### config.mk
export PLATFORM = sky130hd
export DESIGN_NAME = video
export DESIGN_NICKNAME = d
export VERILOG_FILES = /design/src/rtl/video_pkg.sv /design/src/rtl/video.sv /design/src/rtl/lcd_status.sv /design/src/rtl/oam_dma.sv /design/src/rtl/palette_ram.sv /design/src/rtl/line_timer.sv /design/src/rtl/reg_decode.sv
export SDC_FILE = /design/constraint.sdc
export NUM_CORES = 2
export LEC_CHECK = 0
export BUFFER_PORTS_ARGS = -buffer_cell sky130_fd_sc_hd__buf_2
export CORE_AREA = 2 2 485 487
export DETAILED_ROUTE_END_ITERATION = 10
export DIE_AREA = 0 0 487 489
export SYNTH_ARGS = -nofsm -noshare
export SYNTH_HDL_FRONTEND = slang
export SYNTH_SLANG_ARGS = --single-unit
### constraint.sdc
create_clock -name clk_reg -period 3.5 [get_ports clk_reg]
set_input_delay 0.35 -clock clk_reg [delete_from_list [all_inputs] [get_ports clk_reg]]
set_output_delay 0.35 -clock clk_reg [all_outputs]
set_load 0.02 [all_outputs]
### src/rtl/video_pkg.sv
// addresses are the low byte of the io page and every timing count is in clk_reg cycles
package video_pkg;

	// ------------------------------------------------------------------
	// cpu register map
	// ------------------------------------------------------------------
	localparam logic [7:0] addr_lcdc = 8'h40;
	localparam logic [7:0] addr_stat = 8'h41;
	localparam logic [7:0] addr_scy  = 8'h42;
	localparam logic [7:0] addr_scx  = 8'h43;
	localparam logic [7:0] addr_ly   = 8'h44;
	localparam logic [7:0] addr_lyc  = 8'h45;
	localparam logic [7:0] addr_dma  = 8'h46;
	localparam logic [7:0] addr_bgp  = 8'h47;
	localparam logic [7:0] addr_obp0 = 8'h48;
	localparam logic [7:0] addr_obp1 = 8'h49;
	localparam logic [7:0] addr_wy   = 8'h4a;
	localparam logic [7:0] addr_wx   = 8'h4b;
	// colour mode palette ports
	localparam logic [7:0] addr_bgpi = 8'h68;
	localparam logic [7:0] addr_bgpd = 8'h69;
	localparam logic [7:0] addr_obpi = 8'h6a;
	localparam logic [7:0] addr_obpd = 8'h6b;

	// ------------------------------------------------------------------
	// raster timing
	// ------------------------------------------------------------------
	localparam logic [8:0] line_last        = 9'd455;
	localparam logic [7:0] frame_last       = 8'd153;
	localparam logic [7:0] visible_lines    = 8'd144;
	localparam logic [8:0] oam_scan_len     = 9'd80;
	// 160 visible dots plus the fixed fetch offset
	localparam logic [8:0] mode3_base       = 9'd176;
	localparam logic [8:0] scroll_latch_dot = 9'd87;
	// dot count parked here while the lcd is off
	localparam logic [8:0] lcd_off_dot      = 9'd6;

	localparam int pal_addr_w = 6;

	// stat mode field, encoding as seen by the cpu
	typedef enum logic [1:0] {
		hblank   = 2'd0,
		vblank   = 2'd1,
		oam_scan = 2'd2,
		transfer = 2'd3
	} lcd_mode_t;

endpackage
### src/rtl/video.sv
// register, timing and interrupt side only; dma_data must be valid combinationally for dma_addr
module video import video_pkg::*; #(
	parameter int oam_bytes = 160
) (
	input  logic        clk_reg,
	input  logic        reset,
	input  logic        cgb,
	input  logic        cpu_sel_reg,
	input  logic        cpu_sel_oam,
	input  logic [7:0]  cpu_addr,
	input  logic        cpu_wr,
	input  logic [7:0]  cpu_di,
	output logic [7:0]  cpu_do,
	output logic        lcd_on,
	output logic        irq,
	output logic        vblank_irq,
	output lcd_mode_t   mode,
	output logic        dma_rd,
	output logic [15:0] dma_addr,
	input  logic [7:0]  dma_data
);

	logic [7:0] lcdc;
	logic [3:0] stat_en;
	logic [7:0] scy;
	logic [7:0] scx;
	logic [7:0] lyc;
	logic [7:0] wy;
	logic [7:0] wx;
	logic [7:0] bgp;
	logic [7:0] obp0;
	logic [7:0] obp1;
	logic [7:0] dma_page;
	logic       dma_start;
	logic       lyc_written;
	logic       bg_idx_wr;
	logic       bg_data_wr;
	logic       obj_idx_wr;
	logic       obj_data_wr;
	logic [8:0] h_cnt;
	logic [7:0] v_cnt;
	logic [8:0] hblank_start;
	logic [7:0] oam_rdata;
	logic [7:0] bg_index_byte;
	logic [7:0] bg_data_rd;
	logic [7:0] obj_index_byte;
	logic [7:0] obj_data_rd;

	// lcdc bit 7 is the master display enable
	assign lcd_on = lcdc[7];

	// ------------------------------------------------------------------
	// decode
	// ------------------------------------------------------------------
	reg_decode u_decode (
		.clk_reg(clk_reg), .reset(reset), .cpu_sel_reg(cpu_sel_reg), .cpu_wr(cpu_wr),
		.cpu_addr(cpu_addr), .cpu_di(cpu_di), .lcdc(lcdc), .stat_en(stat_en),
		.scy(scy), .scx(scx), .lyc(lyc), .wy(wy), .wx(wx), .bgp(bgp),
		.obp0(obp0), .obp1(obp1), .dma_page(dma_page), .dma_start(dma_start),
		.lyc_written(lyc_written), .bg_idx_wr(bg_idx_wr), .bg_data_wr(bg_data_wr),
		.obj_idx_wr(obj_idx_wr), .obj_data_wr(obj_data_wr)
	);

	// ------------------------------------------------------------------
	// execute
	// ------------------------------------------------------------------
	line_timer u_timer (
		.clk_reg(clk_reg), .reset(reset), .lcd_on(lcd_on), .scx(scx),
		.h_cnt(h_cnt), .v_cnt(v_cnt), .mode(mode), .hblank_start(hblank_start)
	);

	oam_dma #(.oam_bytes(oam_bytes)) u_dma (
		.clk_reg(clk_reg), .reset(reset), .cpu_sel_oam(cpu_sel_oam), .cpu_wr(cpu_wr),
		.cpu_addr(cpu_addr), .cpu_di(cpu_di), .mode(mode), .dma_start(dma_start),
		.dma_page(dma_page), .dma_data(dma_data), .dma_rd(dma_rd),
		.dma_addr(dma_addr), .oam_rdata(oam_rdata)
	);

	// background and sprite colour palettes
	palette_ram bg_pal (
		.clk_reg(clk_reg), .reset(reset), .idx_wr(bg_idx_wr), .data_wr(bg_data_wr),
		.cpu_di(cpu_di), .mode(mode), .index_byte(bg_index_byte), .data_rd(bg_data_rd)
	);

	palette_ram obj_pal (
		.clk_reg(clk_reg), .reset(reset), .idx_wr(obj_idx_wr), .data_wr(obj_data_wr),
		.cpu_di(cpu_di), .mode(mode), .index_byte(obj_index_byte), .data_rd(obj_data_rd)
	);

	// ------------------------------------------------------------------
	// result
	// ------------------------------------------------------------------
	lcd_status u_status (
		.clk_reg(clk_reg), .reset(reset), .cgb(cgb), .cpu_sel_oam(cpu_sel_oam),
		.cpu_addr(cpu_addr), .oam_rdata(oam_rdata), .lcdc(lcdc), .stat_en(stat_en),
		.scy(scy), .scx(scx), .lyc(lyc), .wy(wy), .wx(wx), .bgp(bgp), .obp0(obp0),
		.obp1(obp1), .dma_page(dma_page), .lyc_written(lyc_written), .h_cnt(h_cnt),
		.v_cnt(v_cnt), .mode(mode), .hblank_start(hblank_start),
		.bg_index_byte(bg_index_byte), .bg_data_rd(bg_data_rd),
		.obj_index_byte(obj_index_byte), .obj_data_rd(obj_data_rd),
		.irq(irq), .vblank_irq(vblank_irq), .cpu_do(cpu_do)
	);

endmodule

### src/rtl/lcd_status.sv
// irq and vblank_irq are one-cycle pulses one clock after their cause; cpu_do is combinational
module lcd_status import video_pkg::*; (
	input  logic       clk_reg,
	input  logic       reset,
	input  logic       cgb,
	input  logic       cpu_sel_oam,
	input  logic [7:0] cpu_addr,
	input  logic [7:0] oam_rdata,
	input  logic [7:0] lcdc,
	input  logic [3:0] stat_en,
	input  logic [7:0] scy,
	input  logic [7:0] scx,
	input  logic [7:0] lyc,
	input  logic [7:0] wy,
	input  logic [7:0] wx,
	input  logic [7:0] bgp,
	input  logic [7:0] obp0,
	input  logic [7:0] obp1,
	input  logic [7:0] dma_page,
	input  logic       lyc_written,
	input  logic [8:0] h_cnt,
	input  logic [7:0] v_cnt,
	input  lcd_mode_t  mode,
	input  logic [8:0] hblank_start,
	input  logic [7:0] bg_index_byte,
	input  logic [7:0] bg_data_rd,
	input  logic [7:0] obj_index_byte,
	input  logic [7:0] obj_data_rd,
	output logic       irq,
	output logic       vblank_irq,
	output logic [7:0] cpu_do
);

	logic lyc_match;
	logic lyc_wr_d;
	logic irq_next;
	logic vblank_next;

	assign lyc_match = (v_cnt == lyc);
	// last dot of the last visible line
	assign vblank_next = (h_cnt == line_last) && (v_cnt == visible_lines - 8'd1);

	// ------------------------------------------------------------------
	// stat interrupt sources
	// ------------------------------------------------------------------
	always_comb begin
		irq_next = 1'b0;
		// ly match at the start of the line
		if (stat_en[3] && lyc_match && (h_cnt == 9'd0))
			irq_next = 1'b1;
		// match created by a fresh lyc write mid line
		if (stat_en[3] && lyc_match && (h_cnt != 9'd0) && lyc_wr_d)
			irq_next = 1'b1;
		if (stat_en[2] && (h_cnt == 9'd0))
			irq_next = 1'b1;
		if (stat_en[1] && vblank_next)
			irq_next = 1'b1;
		if (stat_en[0] && (h_cnt == hblank_start))
			irq_next = 1'b1;
	end

	always_ff @(posedge clk_reg) begin
		if (reset) begin
			irq        <= 1'b0;
			vblank_irq <= 1'b0;
			lyc_wr_d   <= 1'b0;
		end else begin
			irq        <= irq_next;
			vblank_irq <= vblank_next;
			lyc_wr_d   <= lyc_written;
		end
	end

	// ------------------------------------------------------------------
	// cpu readback
	// ------------------------------------------------------------------
	always_comb begin
		if (cpu_sel_oam) begin
			cpu_do = oam_rdata;
		end else begin
			case (cpu_addr)
				addr_lcdc: cpu_do = lcdc;
				// bit 7 always reads as one
				addr_stat: cpu_do = {1'b1, stat_en, lyc_match, mode};
				addr_scy:  cpu_do = scy;
				addr_scx:  cpu_do = scx;
				addr_ly:   cpu_do = v_cnt;
				addr_lyc:  cpu_do = lyc;
				addr_dma:  cpu_do = dma_page;
				addr_bgp:  cpu_do = bgp;
				addr_obp0: cpu_do = obp0;
				addr_obp1: cpu_do = obp1;
				addr_wy:   cpu_do = wy;
				addr_wx:   cpu_do = wx;
				// colour palettes are hidden in mono mode
				addr_bgpi: cpu_do = cgb ? bg_index_byte : 8'hff;
				addr_bgpd: cpu_do = cgb ? bg_data_rd : 8'hff;
				addr_obpi: cpu_do = cgb ? obj_index_byte : 8'hff;
				addr_obpd: cpu_do = cgb ? obj_data_rd : 8'hff;
				default:   cpu_do = 8'hff;
			endcase
		end
	end

endmodule

### src/rtl/oam_dma.sv
// oam_bytes up to 256; dma takes four cycles per byte and blocks cpu oam writes meanwhile
module oam_dma import video_pkg::*; #(
	parameter int oam_bytes = 160
) (
	input  logic        clk_reg,
	input  logic        reset,
	input  logic        cpu_sel_oam,
	input  logic        cpu_wr,
	input  logic [7:0]  cpu_addr,
	input  logic [7:0]  cpu_di,
	input  lcd_mode_t   mode,
	input  logic        dma_start,
	input  logic [7:0]  dma_page,
	input  logic [7:0]  dma_data,
	output logic        dma_rd,
	output logic [15:0] dma_addr,
	output logic [7:0]  oam_rdata
);

	localparam logic [9:0] dma_last = 10'(4 * oam_bytes - 1);

	logic [7:0] oam [oam_bytes];
	logic [9:0] dma_cnt;
	logic [7:0] oam_idx;
	logic [7:0] oam_wdata;
	logic       oam_we;
	logic       cpu_ok;

	// ------------------------------------------------------------------
	// dma step counter
	// ------------------------------------------------------------------
	always_ff @(posedge clk_reg) begin
		if (reset) begin
			dma_rd  <= 1'b0;
			dma_cnt <= 10'd0;
		end else if (dma_start) begin
			// a new write restarts the copy from byte 0
			dma_rd  <= 1'b1;
			dma_cnt <= 10'd0;
		end else if (dma_rd) begin
			if (dma_cnt == dma_last)
				dma_rd <= 1'b0;
			else
				dma_cnt <= dma_cnt + 10'd1;
		end
	end

	// source byte index is the step count over four
	assign dma_addr = {dma_page, dma_cnt[9:2]};

	// oam is locked to the cpu while sprites are being scanned or drawn
	assign cpu_ok    = (mode != oam_scan) && (mode != transfer);
	assign oam_idx   = dma_rd ? dma_cnt[9:2] : cpu_addr;
	// source data is taken in the middle of each four-cycle step
	assign oam_we    = dma_rd ? (dma_cnt[1:0] == 2'd2) : (cpu_sel_oam && cpu_wr && cpu_ok);
	assign oam_wdata = dma_rd ? dma_data : cpu_di;

	always_ff @(posedge clk_reg) begin
		if (oam_we && (oam_idx < oam_bytes))
			oam[oam_idx] <= oam_wdata;
	end

	// bytes past the end of oam read as open bus
	assign oam_rdata = (cpu_addr < oam_bytes) ? oam[cpu_addr] : 8'hff;

endmodule

### src/rtl/palette_ram.sv
// one 64-byte colour palette; data writes are dropped while the mode is transfer
module palette_ram import video_pkg::*; (
	input  logic       clk_reg,
	input  logic       reset,
	input  logic       idx_wr,
	input  logic       data_wr,
	input  logic [7:0] cpu_di,
	input  lcd_mode_t  mode,
	output logic [7:0] index_byte,
	output logic [7:0] data_rd
);

	localparam int depth = 1 << pal_addr_w;

	logic [7:0]            mem [depth];
	logic [pal_addr_w-1:0] idx;
	logic                  auto_inc;
	logic                  busy;

	// the pixel path owns the palette during transfer
	assign busy = (mode == transfer);

	always_ff @(posedge clk_reg) begin
		if (reset) begin
			idx      <= '0;
			auto_inc <= 1'b0;
			for (int i = 0; i < depth; i++)
				mem[i] <= 8'h00;
		end else if (idx_wr) begin
			idx      <= cpu_di[pal_addr_w-1:0];
			auto_inc <= cpu_di[7];
		end else if (data_wr && !busy) begin
			mem[idx] <= cpu_di;
			// index wraps at 64 by its width
			if (auto_inc)
				idx <= idx + 1'b1;
		end
	end

	// flag, one zero bit, then the index
	assign index_byte = {auto_inc, 1'b0, idx};
	assign data_rd    = busy ? 8'hff : mem[idx];

endmodule

### src/rtl/line_timer.sv
// counters advance once per clk_reg cycle; mode-3 length follows fine x scroll only
module line_timer import video_pkg::*; (
	input  logic       clk_reg,
	input  logic       reset,
	input  logic       lcd_on,
	input  logic [7:0] scx,
	output logic [8:0] h_cnt,
	output logic [7:0] v_cnt,
	output lcd_mode_t  mode,
	output logic [8:0] hblank_start
);

	// fine scroll, held stable for the rest of the line
	logic [2:0] fine_x;
	logic [8:0] extra;

	always_ff @(posedge clk_reg) begin
		if (reset) begin
			h_cnt  <= lcd_off_dot;
			v_cnt  <= 8'd0;
			fine_x <= 3'd0;
		end else if (!lcd_on) begin
			// counters park while the lcd is off
			h_cnt <= lcd_off_dot;
			v_cnt <= 8'd0;
		end else begin
			// latch just before pixel output would start
			if (h_cnt == scroll_latch_dot)
				fine_x <= scx[2:0];
			if (h_cnt == line_last) begin
				h_cnt <= 9'd0;
				// wrap to line 0 after the last vblank line
				if (v_cnt == frame_last)
					v_cnt <= 8'd0;
				else
					v_cnt <= v_cnt + 8'd1;
			end else begin
				h_cnt <= h_cnt + 9'd1;
			end
		end
	end

	// a partial first tile costs one more fetch of 8 dots
	assign extra        = (fine_x != 3'd0) ? 9'd8 : 9'd0;
	assign hblank_start = oam_scan_len + mode3_base + extra;

	// ------------------------------------------------------------------
	// stat mode, first matching rule wins
	// ------------------------------------------------------------------
	always_comb begin
		if (!lcd_on)
			mode = hblank;
		else if ((v_cnt <= visible_lines) && (h_cnt < 9'd4))
			mode = hblank;
		else if (v_cnt >= visible_lines)
			mode = vblank;
		else if (h_cnt <= oam_scan_len)
			mode = oam_scan;
		else if (h_cnt < hblank_start)
			mode = transfer;
		else
			mode = hblank;
	end

endmodule

### src/rtl/reg_decode.sv
// writes need cpu_sel_reg and cpu_wr high for one clk_reg edge; pulses are combinational
module reg_decode import video_pkg::*; (
	input  logic       clk_reg,
	input  logic       reset,
	input  logic       cpu_sel_reg,
	input  logic       cpu_wr,
	input  logic [7:0] cpu_addr,
	input  logic [7:0] cpu_di,
	output logic [7:0] lcdc,
	output logic [3:0] stat_en,
	output logic [7:0] scy,
	output logic [7:0] scx,
	output logic [7:0] lyc,
	output logic [7:0] wy,
	output logic [7:0] wx,
	output logic [7:0] bgp,
	output logic [7:0] obp0,
	output logic [7:0] obp1,
	output logic [7:0] dma_page,
	output logic       dma_start,
	output logic       lyc_written,
	output logic       bg_idx_wr,
	output logic       bg_data_wr,
	output logic       obj_idx_wr,
	output logic       obj_data_wr
);

	logic wr_en;

	assign wr_en = cpu_sel_reg && cpu_wr;

	// one cycle strobes, same cycle as the write itself
	assign dma_start   = wr_en && (cpu_addr == addr_dma);
	assign lyc_written = wr_en && (cpu_addr == addr_lyc);
	assign bg_idx_wr   = wr_en && (cpu_addr == addr_bgpi);
	assign bg_data_wr  = wr_en && (cpu_addr == addr_bgpd);
	assign obj_idx_wr  = wr_en && (cpu_addr == addr_obpi);
	assign obj_data_wr = wr_en && (cpu_addr == addr_obpd);

	// ------------------------------------------------------------------
	// plain register file
	// ------------------------------------------------------------------
	always_ff @(posedge clk_reg) begin
		if (reset) begin
			// lcd starts switched off
			lcdc     <= 8'h00;
			stat_en  <= 4'h0;
			scy      <= 8'h00;
			scx      <= 8'h00;
			lyc      <= 8'h00;
			wy       <= 8'h00;
			wx       <= 8'h00;
			bgp      <= 8'hfc;
			obp0     <= 8'hff;
			obp1     <= 8'hff;
			dma_page <= 8'h00;
		end else if (wr_en) begin
			case (cpu_addr)
				addr_lcdc: lcdc <= cpu_di;
				// only the four interrupt enables are writable in stat
				addr_stat: stat_en <= cpu_di[6:3];
				addr_scy:  scy <= cpu_di;
				addr_scx:  scx <= cpu_di;
				addr_lyc:  lyc <= cpu_di;
				addr_dma:  dma_page <= cpu_di;
				addr_bgp:  bgp <= cpu_di;
				addr_obp0: obp0 <= cpu_di;
				addr_obp1: obp1 <= cpu_di;
				addr_wy:   wy <= cpu_di;
				addr_wx:   wx <= cpu_di;
				default: ;
			endcase
		end
	end

endmodule

-- Word-level counts from Yosys, hierarchy flattened
Memories as Yosys holds them, arrays and structs flattened. A register that Yosys moved wholly into a read port is not among the register bits.
Index checks and enable logic that the tools add are counted.
W data, S select, Z words.
- bitwise logic cells: 2
- reduce and logical (&&, ||, !) cells: 50
- order comparisons: 7
- equal/unequal tests: 27
- muxes and demuxes: 56
- add/sub/neg operators: 6
- operator list (cell ; count):
    $eq A8 B7 Y1 const B ; 16
    $pmux W8 S16 ; 1
    $mux W8 ; 13
    $mux W6 ; 12
    $reduce_and A2 Y1 ; 15
    $mux W1 ; 23
    $logic_and A1 B1 Y1 ; 22
    $eq A8 B8 Y1 const B ; 2
    $lt A8 B8 Y1 const B ; 2
    $reduce_or A8 Y1 ; 2
    $add A6 B1 Y6 const B ; 2
    $add A10 B1 Y10 const B ; 1
    $eq A10 B10 Y1 const B ; 1
    $mux W2 ; 5
    $add A9 B1 Y9 const B ; 1
    $add A9 B9 Y9 const A ; 1
    $eq A9 B7 Y1 const B ; 1
    $eq A9 B9 Y1 ; 1
    $eq A9 B9 Y1 const B ; 1
    $le A9 B7 Y1 const B ; 1
    $logic_not A9 Y1 ; 1
    $lt A9 B3 Y1 const B ; 1
    $lt A9 B9 Y1 ; 1
    $reduce_bool A9 Y1 ; 1
    other kinds (14) ; 21
- memories kept: 3
- register bits: 132
- RAM bits: 2304
- logic and storage cells: 175
- output and inout bits: 30
- memories (name ; depth ; width ; rd ports ; clocked after memory_dff ; write ports ; RTL line ; RTL):
    u_dma.oam ; 160 ; 8 ; 1 ; 0 ; 1 ; oam_dma.sv:22 ; logic [7:0] oam [oam_bytes];
    bg_pal.mem ; 64 ; 8 ; 1 ; 1 ; 64 ; palette_ram.sv:15 ; logic [7:0] mem [depth];
    obj_pal.mem ; 64 ; 8 ; 1 ; 1 ; 64 ; palette_ram.sv:15 ;

-- Longest topological paths before layout
- depth in word-level cells: 18
- gate-level depth with buffers: 12
- gate-level depth less buffers: 9

-- Hierarchy
From an unflattened synthesis, not the netlist that was laid out.
- cells, all modules: 6514
- area, all modules: 106203.1 µm²
- modules (own cells, without submodules) (module ; cells each ; area an instance (µm²) ; sequential area each (µm²) ; times used):
    oam_dma ; 2477 ; 51090.2 ; 38657.1 ; 1
    palette_ram ; 1671 ; 24363.4 ; 15635.0 ; 2
    reg_decode ; 318 ; 3437.0 ; 1681.6 ; 1
    lcd_status ; 244 ; 1799.2 ; 60.1 ; 1
    line_timer ; 133 ; 1149.9 ; 400.4 ; 1

-- Worst setup path after synthesis
Ideal clock, no wire load.
- path kind: register -> register
- start point: reg u_timer.fine_x[0]
- end point: mem u_dma.oam[20][0] (enable)
- arrival time: 2.736 ns
- library setup time: 0.370 ns
- path slack: 0.394 ns
- period minus slack after synthesis: 3.106 ns
- stages on the path, launching flop included: 10
- cells stage by stage: dfxtp_1 or3_1 ha_1 a21boi_1 o21ai_0 a221oi_2 nor3b_2 nand2_2 buf_2 nor2_1
- cells in the longest elaborated chain, start to end: 16
- ends and longest elaborated chain (item ; RTL line ; RTL):
    start, declared ; line_timer.sv:14 ; logic [2:0] fine_x;
    start signal, assigned ; line_timer.sv:29 ; fine_x <= scx[2:0];
    $reduce_bool A3 Y1 * ; line_timer.sv:44 ; assign extra = (fine_x != 3'd0) ? 9'd8 : 9'd0;
    $mux W4 * ; line_timer.sv:44 ;
    $add A9 B9 Y9 * ; line_timer.sv:45 ; assign hblank_start = oam_scan_len + mode3_base + extra;
    $lt A9 B9 Y1 * ; line_timer.sv:59 ; else if (h_cnt < hblank_start)
    $mux W2 * ; line_timer.sv:59 ;
    $mux W2 * ; line_timer.sv:57 ; else if (h_cnt <= oam_scan_len)
    $mux W2 * ; line_timer.sv:55 ; else if (v_cnt >= visible_lines)
    $mux W2 * ; line_timer.sv:53 ; else if ((v_cnt <= visible_lines) && (h_cnt < 9'd4))
    $mux W2 * ; line_timer.sv:51 ; if (!lcd_on)
    $ne A2 B2 Y1 ; oam_dma.sv:52 ; assign cpu_ok = (mode != oam_scan) && (mode != transfer);
    $logic_and A1 B1 Y1 * ; oam_dma.sv:52 ;
    $logic_and A1 B1 Y1 * ; oam_dma.sv:55 ; assign oam_we = dma_rd ? (dma_cnt[1:0] == 2'd2) : (cpu_sel_oam && cpu_wr && cpu_ok);
    $mux W1 * ; oam_dma.sv:55 ;
    $logic_and A1 B1 Y1 * ; oam_dma.sv:59 ; if (oam_we && (oam_idx < oam_bytes))
    $mux W1 * ; oam_dma.sv:59 ;
    $mux W1 (implied by the code) * ; oam_dma.sv:60 ; oam[oam_idx] <= oam_wdata;
    end, declared ; oam_dma.sv:22 ;
Every way passes the cells marked *; elsewhere a longest branch is shown, timed or not.

==> summary.txt <==
Clock tree
  – CTS root buf: clkbuf_16
  – CTS tree: done
  – Worst-path clk slew: 0.06 ns
  – H-Tree Depth: 5
  – CTS max path bufs: 4
  – Total CTS buffers: 279
  – Worst skew pair latency: 0.97 ns
  – # clock sinks: 2448

Logic synthesis
  – Avg Cell Area, Syn: 17.06 sq um
  – Yosys reg bits: 2448
  – Sequential share of the synthesized area: 69.05%
  – Post-synth EDFFs: 2304
  – Post-synthesis cell area: 104400 sq um
  – Synth unique cells: 84
  – Synthesis warning total: 0
  – Fraction of registers with async set/reset: 0%
  – Net Count, Synth: 6158
  – Prevailing post-synth register cell: edfxtp_1
  – Post-Syn Instances: 6118

Die
  – Die Y: 489 um
  – Die area: 238100 sq um
  – Core Region: 233600 sq um
  – I/O pins: 60
  – Site Rows: 178
  – Die W: 487 um
  – Initial Util: 44.67%

Setup path
  – Setup crit end kind: output pin
  – CP Capture Point: cpu_do[7]
  – Crit-path max FO: 5
  – Crit path DAT: 3.91 ns
  – Critical path launch point type: flip-flop
  – Crit path required time: 3.15 ns
  – Cells on worst reg2reg path: 11
  – Worst R2R Start: u_timer.h_cnt[7]
  – Critical path class: reg -> out
  – R2R setup slack: 0.13 ns
  – Reg-to-Reg End: u_dma.oam[150][6]

Run
  – Max-Cap Viols: 0

Timing
  – Max transition margin: 29.38%
  – Final setup viols: 8
  – Max-slew violations: 0
  – Fmax: 0.2350 GHz
  – RSZ-0062 raised after global routing: true
  – Worst slew pin tran: 1.059 ns
  – Final worst slack: -0.7561 ns
  – Clock skew: 0.07332 ns
  – Fin. Hold Viols: 0
  – Final worst-path cycle share: 121.6%
  – Min cycle time layout: 4.256 ns

Power and ir drop
  – Total power: 62790 uW
  – Sequential Power Share: 51.8%
  – Internal power: 49350 uW
  – Maximum vdd drop: 0.4475 mV
  – Gate power share: 4.7%
  – Net Sw Frac: 21.41%
  – Pwr Density: 509.5 nW/um^2
  – Leakage power: 0.04204 uW
  – Clock Power Share: 43.5%
  – Switch Pwr: 13440 uW

Global routing
  – Grt total ovfl: 0
  – Largest net degree at the start of global routing: 142
  – Initial antenna violation count: 14
  – Tot GR Track Use: 23.89%
  – Vias in the first global route: 58660
  – First-pass GRT wire length: 414.5 mm

Route
  – Antenna Nets Post-Route: 0
  – DRT Pass-1 Iters: 6
  – Detailed-route via count: 57990
  – DRT iter0 DRCs: 6185
  – Via/cell ratio: 5.742
  – DRT Wirelength: 285.1 mm
  – Drc violations: 0
  – Routed len/inst: 28.23 um

Place
  – Gpl congestion: 0.9173
  – Hpwl dp: 187.6 mm
  – Number of port buffers: 59

Outcome
  – Failing checks: setup timing
  – Outcome: finished with violations

Finish
  – Final core occ: 52.75%
  – Layout cells sized above 1: 30.58%
  – Syn-to-layout area delta: 18.08%
  – Commonest non-fill, non-tap cell in the layout: edfxtp_1
  – Fill cells: 18560
  – Nets: 6881
  – Multi-input logic area: 31100 sq um
  – Commonest non-fill, non-tap cells in the layout: 2304 x edfxtp_1, 1026 x and2_1, 678 x buf_4
  – Reg area: 72090 sq um

Worst hold path
  – Hold crit path type: in -> reg
[worst max-delay path: stages (launching register included)]
cell	delay, ns
dfxtp_4	0.43
buf_12	0.15
mux4_2	0.54
mux4_2	0.55
mux2_4	0.36
a22oi_2	0.17
o211ai_1	0.17
o31a_2	0.43
buf_6	0.17
[registers in the layout (all words and copies together) (netlist names), 9 cells and up, named ones only]
| name | count |
|---|---|
| u_dma.dma_cnt | 10 |
| bg_pal.mem | 512 |
| u_dma.oam | 1280 |
| obj_pal.mem | 512 |
| u_timer.h_cnt | 9 |
[how the worst min path moves through the flow]
stage | startpoint | end | slack (ns) | cells after the start
after floorplan | u_decode.wx[3] | u_decode.wx[3] | 0.43 | 2
after global placement | u_decode.wx[6] | u_decode.wx[6] | 0.44 | 2
after detailed placement | u_decode.lcdc[3] | u_decode.lcdc[3] | 0.45 | 2
after CTS | dma_data[4] | u_dma.oam[3][4] | 0.004 | 2
after global routing | dma_data[4] | u_dma.oam[3][4] | 0.06 | 2
final | dma_data[4] | u_dma.oam[2][4] | 0.06 | 2
[layout make-up]
type,count,area share (%)
diodes,5,0.01015
clock buffers,333,5.931
clock inverters,141,0.8741
inverters,15,0.04569
multi-input cells,3237,25.23
flip-flops and latches,2448,58.49
well taps,3060,3.107
repair buffers,860,6.306
[through the flow]
stage               TNS (ns)  hold WS [ns]  instances  instance area, sq um  setup slack, ns
floorplan                  0        0.4284       6118                104400           0.3939
global placement      -11.01        0.4398       9563                113400           -1.102
detailed placement    -20.04        0.4460       9563                113400           -1.035
CTS                   -5.911      0.003636      10070                122800          -0.8162
global route          -5.790       0.05711      10100                123200          -0.7959
finish                -5.113       0.05840      10100                123200          -0.7561
[cells by family (layout without fill, tap and decap cells)]
| kind of cell | count (synthesis) | after routing | synth area share (%) |
|---|---|---|---|
| DFF | 2448 | 2448 | 69.05 |
| xor gates and xnor gates | 37 | 37 | 0.3105 |
| muxes | 795 | 795 | 15.63 |
| and+or+nand+nor | 2087 | 2087 | 11.06 |
| AOI/OAI and AO/OA | 308 | 308 | 2.042 |
| other | 0 | 5 | 0 |
| buffers and inverters | 433 | 1349 | 1.789 |
| adders and majority gates | 10 | 10 | 0.1199 |
[power by group through the flow]
stage	Sequential (uW)	Clock, uW	Combinational (uW)
2_1_floorplan	33100	0	1570
3_3_place_gp	33100	0	2880
3_5_place_dp	33100	0	2910
4_1_cts	32500	27800	2970
5_1_grt	32500	28900	3100
6_report	32500	27300	2950
[Yosys cell counts, drive strengths merged (8+ instances only)]
| cell | instances | area share (%) |
|---|---|---|
| o21ai | 44 | 0.21 |
| mux4 | 665 | 14 |
| a221oi | 10 | 0.090 |
| mux2 | 27 | 0.29 |
| o31ai | 8 | 0.071 |
| dfxtp | 144 | 2.8 |
| a22oi | 49 | 0.35 |
| buf | 159 | 0.80 |
| nand3b | 38 | 0.27 |
| or2 | 130 | 0.78 |
| and2 | 1027 | 6.2 |
| nand2b | 12 | 0.072 |
| nor2 | 398 | 1.5 |
| inv | 15 | 0.054 |
| nor3 | 37 | 0.20 |
| a31oi | 11 | 0.066 |
| a211oi | 29 | 0.21 |
| a32oi | 11 | 0.092 |
| a21oi | 77 | 0.37 |
| clkbuf | 259 | 0.93 |
| a211o | 11 | 0.092 |
| edfxtp | 2304 | 66 |
| xnor2 | 17 | 0.14 |
| nand4 | 24 | 0.14 |
| xor2 | 20 | 0.17 |
| and3 | 16 | 0.096 |
| or3 | 8 | 0.048 |
| ha | 10 | 0.12 |
| nand3 | 99 | 0.49 |
| nand2 | 233 | 0.85 |
| mux2i | 103 | 0.99 |
| nor2b | 37 | 0.22 |
[repair_timing]
item | CTS | global route
endpoints found under the setup margin | 460 | 796
cloned | 5 | 2
hold endpoints to repair | 44 | 0
hold buffers | 8 | 0
pin swaps | 29 | 32
buffers inserted | 25 | 24
gates resized for setup | 129 | 69
[layer usage]
metal	GRT usage (%)	wire [um]
met1	33.18	118800
met2	38.85	139000
met3	4.064	19000
met5	0	96
met4	7.143	8260
No activity file was read; power rests on OpenSTA's default activity.
